[src/toaplan_pkg.sv]
package toaplan_pkg;

	// ==============================
	// Game input words
	// ==============================

	// One player's controls, up in bit 0
	typedef struct packed {
		logic [3:0] fire;
		logic       right;
		logic       left;
		logic       down;
		logic       up;
	} player_t;

	// Coins and starts, coin1 in bit 0
	typedef struct packed {
		logic start2;
		logic start1;
		logic coin2;
		logic coin1;
	} sys_t;

	// External memory word, even byte in the low half
	typedef struct packed {
		logic [7:0] odd;
		logic [7:0] even;
	} rom_word_t;

	typedef enum logic [1:0] {
		LOAD_IDLE,
		LOAD_ROM,
		LOAD_SKIP
	} load_state_t;

	// ==============================
	// Joystick word bit positions
	// ==============================
	localparam int JOY_RIGHT = 0;
	localparam int JOY_LEFT  = 1;
	localparam int JOY_DOWN  = 2;
	localparam int JOY_UP    = 3;
	localparam int JOY_FIRE0 = 4;
	localparam int JOY_COIN  = 8;
	localparam int JOY_START = 9;

endpackage

[src/rom_loader.sv]
`timescale 1ns/1ps

module rom_loader #(
	parameter int ROM_INDEX   = 0,
	parameter int ADDR_OFFSET = 2,
	parameter int WORD_ADDR_W = 24
) (
	input  logic                   clk_72,
	input  logic                   reset,
	input  logic                   download,
	input  logic [7:0]             index,
	input  logic                   ioctl_wr,
	input  logic [24:0]            ioctl_addr,
	input  logic [7:0]             ioctl_dout,
	output logic                   rom_we,
	output logic [WORD_ADDR_W-1:0] rom_addr,
	output toaplan_pkg::rom_word_t rom_data,
	output logic                   rom_loaded,
	output logic                   busy
);
	import toaplan_pkg::*;

	load_state_t state;
	load_state_t state_next;
	logic [24:0] eff_addr;
	logic        addr_ok;
	logic        take;
	logic [7:0]  even_byte;

	// ==============================
	// Download session tracking
	// ==============================
	always_comb begin
		state_next = state;
		case (state)
			LOAD_IDLE: begin
				if (download) begin
					state_next = (index == 8'(ROM_INDEX)) ? LOAD_ROM : LOAD_SKIP;
				end
			end
			default: begin
				if (!download) begin
					state_next = LOAD_IDLE;
				end
			end
		endcase
	end

	always_ff @(posedge clk_72) begin
		if (reset) begin
			state <= LOAD_IDLE;
		end else begin
			state <= state_next;
		end
	end

	// Header bytes in front of the ROM image are skipped
	assign eff_addr = ioctl_addr - 25'(ADDR_OFFSET);
	assign addr_ok  = (ioctl_addr >= 25'(ADDR_OFFSET));
	assign take     = ioctl_wr && addr_ok && (state_next == LOAD_ROM) &&
		(index == 8'(ROM_INDEX));

	// ==============================
	// Byte pairing
	// ==============================
	always_ff @(posedge clk_72) begin
		if (take && !eff_addr[0]) begin
			even_byte <= ioctl_dout;
		end
		if (take && eff_addr[0]) begin
			rom_addr      <= eff_addr[WORD_ADDR_W:1];
			rom_data.odd  <= ioctl_dout;
			rom_data.even <= even_byte;
		end
	end

	always_ff @(posedge clk_72) begin
		if (reset) begin
			rom_we <= 1'b0;
		end else begin
			rom_we <= take && eff_addr[0];
		end
	end

	// End of download seen as high then low on consecutive edges
	always_ff @(posedge clk_72) begin
		if (reset) begin
			busy       <= 1'b0;
			rom_loaded <= 1'b0;
		end else begin
			busy <= download;
			if (busy && !download) begin
				rom_loaded <= 1'b1;
			end
		end
	end

endmodule

[src/control_mapper.sv]
`timescale 1ns/1ps

module control_mapper (
	input  logic                 clk_72,
	input  logic                 reset,
	input  logic [31:0]          joystick_0,
	input  logic [31:0]          joystick_1,
	input  logic                 joyswap,
	input  logic                 rotate,
	output toaplan_pkg::player_t p1,
	output toaplan_pkg::player_t p2,
	output toaplan_pkg::sys_t    sys
);
	import toaplan_pkg::*;

	logic [31:0] src_p1;
	logic [31:0] src_p2;
	player_t     p1_next;
	player_t     p2_next;
	sys_t        sys_next;

	// ==============================
	// Field extraction and rotation
	// ==============================
	function automatic player_t map_player(input logic [31:0] joy, input logic rot);
		player_t pl;
		pl.fire = joy[JOY_FIRE0 +: 4];
		if (rot) begin
			// Quarter turn for a cabinet mounted on its side
			pl.up    = joy[JOY_RIGHT];
			pl.right = joy[JOY_DOWN];
			pl.down  = joy[JOY_LEFT];
			pl.left  = joy[JOY_UP];
		end else begin
			pl.up    = joy[JOY_UP];
			pl.right = joy[JOY_RIGHT];
			pl.down  = joy[JOY_DOWN];
			pl.left  = joy[JOY_LEFT];
		end
		return pl;
	endfunction

	// Source word per player
	assign src_p1 = joyswap ? joystick_1 : joystick_0;
	assign src_p2 = joyswap ? joystick_0 : joystick_1;

	always_comb begin
		p1_next         = map_player(src_p1, rotate);
		p2_next         = map_player(src_p2, rotate);
		sys_next.coin1  = src_p1[JOY_COIN];
		sys_next.coin2  = src_p2[JOY_COIN];
		sys_next.start1 = src_p1[JOY_START];
		sys_next.start2 = src_p2[JOY_START];
	end

	// ==============================
	// Output registers
	// ==============================
	always_ff @(posedge clk_72) begin
		if (reset) begin
			p1  <= '0;
			p2  <= '0;
			sys <= '0;
		end else begin
			p1  <= p1_next;
			p2  <= p2_next;
			sys <= sys_next;
		end
	end

endmodule

[src/core_gate.sv]
`timescale 1ns/1ps

module core_gate (
	input  logic                 clk_72,
	input  logic                 reset,
	input  logic [63:0]          status,
	input  logic [1:0]           buttons,
	input  logic                 rom_loaded,
	input  logic                 busy,
	input  toaplan_pkg::player_t p1_in,
	input  toaplan_pkg::player_t p2_in,
	input  toaplan_pkg::sys_t    sys_in,
	output logic                 game_reset,
	output toaplan_pkg::player_t p1_out,
	output toaplan_pkg::player_t p2_out,
	output toaplan_pkg::sys_t    sys_out,
	output logic [7:0]           dsw1,
	output logic [7:0]           dsw2,
	output logic [7:0]           dsw3,
	output logic                 led
);
	import toaplan_pkg::*;

	logic reset_cond;

	// Menu reset, board button, missing ROM or a download in progress
	assign reset_cond = status[0] | buttons[1] | ~rom_loaded | busy;

	// ==============================
	// Game reset and input gating
	// ==============================
	always_ff @(posedge clk_72) begin
		if (reset) begin
			game_reset <= 1'b1;
			p1_out     <= '0;
			p2_out     <= '0;
			sys_out    <= '0;
			led        <= 1'b1;
		end else begin
			game_reset <= reset_cond;
			led        <= ~busy;
			// Inputs held at zero for as long as the game is in reset
			if (reset_cond) begin
				p1_out  <= '0;
				p2_out  <= '0;
				sys_out <= '0;
			end else begin
				p1_out  <= p1_in;
				p2_out  <= p2_in;
				sys_out <= sys_in;
			end
		end
	end

	// ==============================
	// DIP switch bytes
	// ==============================
	always_ff @(posedge clk_72) begin
		dsw1 <= status[23:16];
		dsw2 <= status[31:24];
		dsw3 <= status[39:32];
	end

endmodule

[src/toaplan_io_top.sv]
`timescale 1ns/1ps

module toaplan_io_top #(
	parameter int ROM_INDEX   = 0,
	parameter int ADDR_OFFSET = 2,
	parameter int WORD_ADDR_W = 24
) (
	input  logic                   clk_72,
	input  logic                   reset,
	input  logic                   download,
	input  logic [7:0]             index,
	input  logic                   ioctl_wr,
	input  logic [24:0]            ioctl_addr,
	input  logic [7:0]             ioctl_dout,
	input  logic [63:0]            status,
	input  logic [1:0]             buttons,
	input  logic [31:0]            joystick_0,
	input  logic [31:0]            joystick_1,
	input  logic                   joyswap,
	input  logic                   rotate,
	output logic                   rom_we,
	output logic [WORD_ADDR_W-1:0] rom_addr,
	output toaplan_pkg::rom_word_t rom_data,
	output logic                   game_reset,
	output toaplan_pkg::player_t   p1_out,
	output toaplan_pkg::player_t   p2_out,
	output toaplan_pkg::sys_t      sys_out,
	output logic [7:0]             dsw1,
	output logic [7:0]             dsw2,
	output logic [7:0]             dsw3,
	output logic                   led
);
	import toaplan_pkg::*;

	logic    rom_loaded;
	logic    busy;
	player_t p1_map;
	player_t p2_map;
	sys_t    sys_map;

	// ==============================
	// ROM download path
	// ==============================
	rom_loader #(
		.ROM_INDEX   (ROM_INDEX),
		.ADDR_OFFSET (ADDR_OFFSET),
		.WORD_ADDR_W (WORD_ADDR_W)
	) loader_i (
		.clk_72     (clk_72),
		.reset      (reset),
		.download   (download),
		.index      (index),
		.ioctl_wr   (ioctl_wr),
		.ioctl_addr (ioctl_addr),
		.ioctl_dout (ioctl_dout),
		.rom_we     (rom_we),
		.rom_addr   (rom_addr),
		.rom_data   (rom_data),
		.rom_loaded (rom_loaded),
		.busy       (busy)
	);

	// ==============================
	// Controls and gating
	// ==============================
	control_mapper mapper_i (
		.clk_72     (clk_72),
		.reset      (reset),
		.joystick_0 (joystick_0),
		.joystick_1 (joystick_1),
		.joyswap    (joyswap),
		.rotate     (rotate),
		.p1         (p1_map),
		.p2         (p2_map),
		.sys        (sys_map)
	);

	core_gate gate_i (
		.clk_72     (clk_72),
		.reset      (reset),
		.status     (status),
		.buttons    (buttons),
		.rom_loaded (rom_loaded),
		.busy       (busy),
		.p1_in      (p1_map),
		.p2_in      (p2_map),
		.sys_in     (sys_map),
		.game_reset (game_reset),
		.p1_out     (p1_out),
		.p2_out     (p2_out),
		.sys_out    (sys_out),
		.dsw1       (dsw1),
		.dsw2       (dsw2),
		.dsw3       (dsw3),
		.led        (led)
	);

endmodule

[config.mk]
export PLATFORM = sky130hd
export DESIGN_NAME = toaplan_io_top
export DESIGN_NICKNAME = d
export VERILOG_FILES = /design/src/toaplan_pkg.sv /design/src/rom_loader.sv /design/src/control_mapper.sv /design/src/core_gate.sv /design/src/toaplan_io_top.sv
export SDC_FILE = /design/constraint.sdc
export NUM_CORES = 1
export LEC_CHECK = 0
export BUFFER_PORTS_ARGS = -buffer_cell sky130_fd_sc_hd__clkbuf_2
export CAP_MARGIN = 5
export CORE_AREA = 2 2 103 105
export CTS_BUF_LIST = sky130_fd_sc_hd__clkbuf_2 sky130_fd_sc_hd__clkbuf_4 sky130_fd_sc_hd__clkbuf_8
export CTS_CLUSTER_DIAMETER = 50
export DETAILED_ROUTE_END_ITERATION = 8
export DIE_AREA = 0 0 105 107
export PLACE_DENSITY = 0.77
export SLEW_MARGIN = 20
export SYNTH_ARGS = -nofsm -noshare
export SYNTH_HDL_FRONTEND = slang
export SYNTH_SLANG_ARGS = --single-unit
export TNS_END_PERCENT = 50
[constraint.sdc]
create_clock -name clk_72 -period 6 [get_ports clk_72]
set_clock_uncertainty 0.1 [all_clocks]
set_input_delay 0.3 -clock clk_72 [delete_from_list [all_inputs] [get_ports clk_72]]
set_output_delay 0.3 -clock clk_72 [all_outputs]
set_load 0.05 [all_outputs]
==> flow_summary.json <==
{
  "synth_most_common_cell": "dfxtp_1",
  "viasPerCell": 4.62,
  "endpoint_kind": "flip-flop",
  "slew_viol_final": 0,
  "synth_top_area_cell": "edfxtp_1",
  "die_h_um": 107,
  "route.vias.total": 3025,
  "worst-path-buf-inv": 2,
  "slowest_stage": "or4_1",
  "synth.top_cell.area_share_pct": 35.6,
  "drcViolationCount": 0,
  "arrival_ns": 2.66,
  "min_delay_worst_endpoint": "mapper_i.p2[5]$_SDFF_PP0_",
  "instances_no_fill": 655,
  "synth_common_cells": "dfxtp_1 (71), edfxtp_1 (48), nor2_1 (22), and3_1 (20), xor2_1 (16)",
  "cts_buffer_depth": 2,
  "cts_setup_buffers": 0,
  "diodes": 0,
  "clkTransAtPathRegs_ns": 0.08,
  "rsz0062_at_grt": "no",
  "grt_use_met1_pct": 17.1,
  "ioPinCount": 264,
  "cts_tree": "yes",
  "drv_cap": 0,
  "antenna_found_initial": 0,
  "critPathLaunch": "ioctl_addr[6]",
  "synthToLayoutAreaGrowth_pct": 43.1,
  "cts_resized": 0,
  "drive_gt1_share_pct": 44.5,
  "synth_edf_count": 48,
  "wl_per_cell_um": 13.6,
  "final_area_um2": 5800,
  "worstSetupPathType": "in2reg",
  "drt-total-wl_um": 8890,
  "min_path_type": "in2reg",
  "ant_nets": 0,
  "crit_required_ns": 6.01,
  "crit_path_max_incr_delay_ns": 0.67,
  "placed_cells": 591,
  "vdd_drop_max_mv": 0.132,
  "cts.sink_count": 119,
  "crit_family": "simple AND/OR/NAND/NOR gates",
  "maxSlewHeadroom_pct": 59.0,
  "cts_hold_buf": 32,
  "finalWeightedCongestion": 0.858,
  "worst_pin_slew_ns": 0.616,
  "crit_path_cell_trace": "clkbuf_2 -> or4_1 -> or4_4 -> nor4_1 -> nor3_2 -> buf_4",
  "synth_cells": 285,
  "dr.pass1.iters": 4,
  "die_w_um": 105,
  "min_period_ns": 2.65,
  "htreeDepth": 4,
  "grt_usage_pct": 15.8,
  "hold_depth": 3,
  "cts_buffers": 17,
  "ff2ff_setup_slack_ns": 4.02,
  "rows": 37,
  "grt_pass1_wl_um": 13800,
  "final_hold_viol_count": 0,
  "io_buffers": 179,
  "grt_pass1_vias": 3015,
  "placed_cell_area_um2": 5100,
  "grtUsageMet3_pct": 4.26,
  "ff2ff_path_depth": 3,
  "leakage_uw": 0.00259,
  "met2_usage_pct": 27.8,
  "yosys_warnings": 0,
  "grt_overflow": 0,
  "async_reset_ff_share_pct": 0,
  "ys_seq_elements": 119,
  "timing.rr.end": "loader_i.rom_addr[22]$_DFFE_PP_",
  "r2r-start": "loader_i.state[1]$_SDFF_PP0_",
  "period_share_pct": 44.1,
  "hpwl_um": 6320,
  "avgSynthCellArea_um2": 14.2,
  "coreArea_um2": 10100,
  "cts_root_buf": "clkbuf_8",
  "setup_tns_ns": 0,
  "power.density_nw_per_um2": 291,
  "synthFlopType": "dfxtp_1",
  "holdWs_ns": 0.0327,
  "cp_max_fo": 37,
  "syn_area_um2": 4050,
  "syn_nets": 463,
  "busiest_layer": "met2",
  "drtIter0Drc": 61,
  "yosysSeqAreaShare_pct": 70.6,
  "synth.distinct_cells": 33,
  "fp.dieArea_um2": 11200,
  "num-nets-final": 684,
  "insertion_delay_ns": 0.41,
  "start_util_pct": 40.2,
  "setup_viol": 0,
  "min_from": "joystick_1[5]",
  "status": "finished clean",
  "grt_max_degree": 38,
  "startpoint_type": "input pin",
  "n_fill_cell": 844,
  "max_freq_mhz": 378,
  "synth_area_leaders": "edfxtp_1 (36%), dfxtp_1 (35%), mux4_2 (4.4%)"
}
stage by stage:
stage                     util (%)  setup WS [ns]  total power [uW]
final                         57.5           3.35              1690
after global routing          57.5           3.21              1750
after CTS                     57.5           3.36              1710
after detailed placement      50.5           2.92              1010
after global placement        50.5           2.93              1010
after floorplan                  -           1.56               955
worst register-to-register path, delay by kind of cell, from the launching register on:
kind          cells  cell delay [ns]
flops             1             0.31
buf+inv           1             0.48
simple gates      2             0.72
cell usage in the layout, fill, tap and decap left out, drive strengths merged, types with 2 or more instances in the layout:
cell type and instances:
mux4 8, nand2b 4, mux2i 12, clkinvlp 2
and3 20, nand2 5, or3 2, dfxtp 71
xnor2 5, inv 15, clkbuf 197, nor2b 9
a21oi 2, nor4 12, dlygate4sd3 32, clkinv 3
xor2 16, buf 3, or4 5, nor2 22
edfxtp 48, nand3 4, or2 2, nand3b 2
nor3 11
worst max path at each step:
stage          cells past startpoint  slack [ns]                              end
6_report                           6        3.35  loader_i.rom_addr[22]$_DFFE_PP_
3_5_place_dp                       6        2.92   loader_i.rom_addr[4]$_DFFE_PP_
3_3_place_gp                       6        2.93   loader_i.rom_data[7]$_DFFE_PP_
5_1_grt                            6        3.21  loader_i.rom_data[14]$_DFFE_PP_
4_1_cts                            6        3.36   loader_i.rom_data[4]$_DFFE_PP_
2_1_floorplan                      4        1.56   loader_i.rom_addr[0]$_DFFE_PP_
sequential cells by signal, indices dropped and copies added, names as in the netlist, 2 cells and up:
register            count
gate_i.dsw1             8
gate_i.p2_out           8
loader_i.state          2
mapper_i.p1             8
gate_i.dsw3             8
mapper_i.sys            4
gate_i.p1_out           8
mapper_i.p2             8
gate_i.dsw2             8
loader_i.even_byte      8
gate_i.sys_out          4
loader_i.rom_data      16
loader_i.rom_addr      24
power by group:
| part | switching, uW | internal (uW) | leakage [uW] |
|---|---|---|---|
| logic | 80.7 | 64.7 | 0.00138 |
| clock network | 332 | 343 | 0.000191 |
| registers | 6.56 | 859 | 0.00102 |
| total | 419 | 1270 | 0.00259 |
final cells by class:
class	count	area, um^2	share of cell area, %
Sequential cell	119	2860	49.4
Timing Repair Buffer	214	1240	21.4
Multi-Input combinational cell	147	1120	19.3
Clock buffer	18	241	4.16
Tap cell	136	170	2.93
Clock inverter	14	138	2.37
Inverter	7	26.3	0.453
logic make-up after synthesis:
logic type | after synthesis | synth area share [%]
AND/OR/NAND/NOR | 100 | 14.4
AO/OA/AOI/OAI | 5 | 0.741
buffers and inverters | 19 | 1.98
flip-flops | 119 | 70.6
multiplexers | 20 | 7.41
XOR/XNOR | 21 | 4.54
adder cells (fa/ha/maj) | 1 | 0.309
layer usage:
| layer | vias up | routed length (um) |
|---|---|---|
| li1 | 1470 | - |
| met1 | 1415 | 3520 |
| met2 | 117 | 4690 |
| met3 | 23 | 485 |
| met4 | 0 | 201 |
| met5 | - | 0 |
Power figures use the tool's default switching activity.
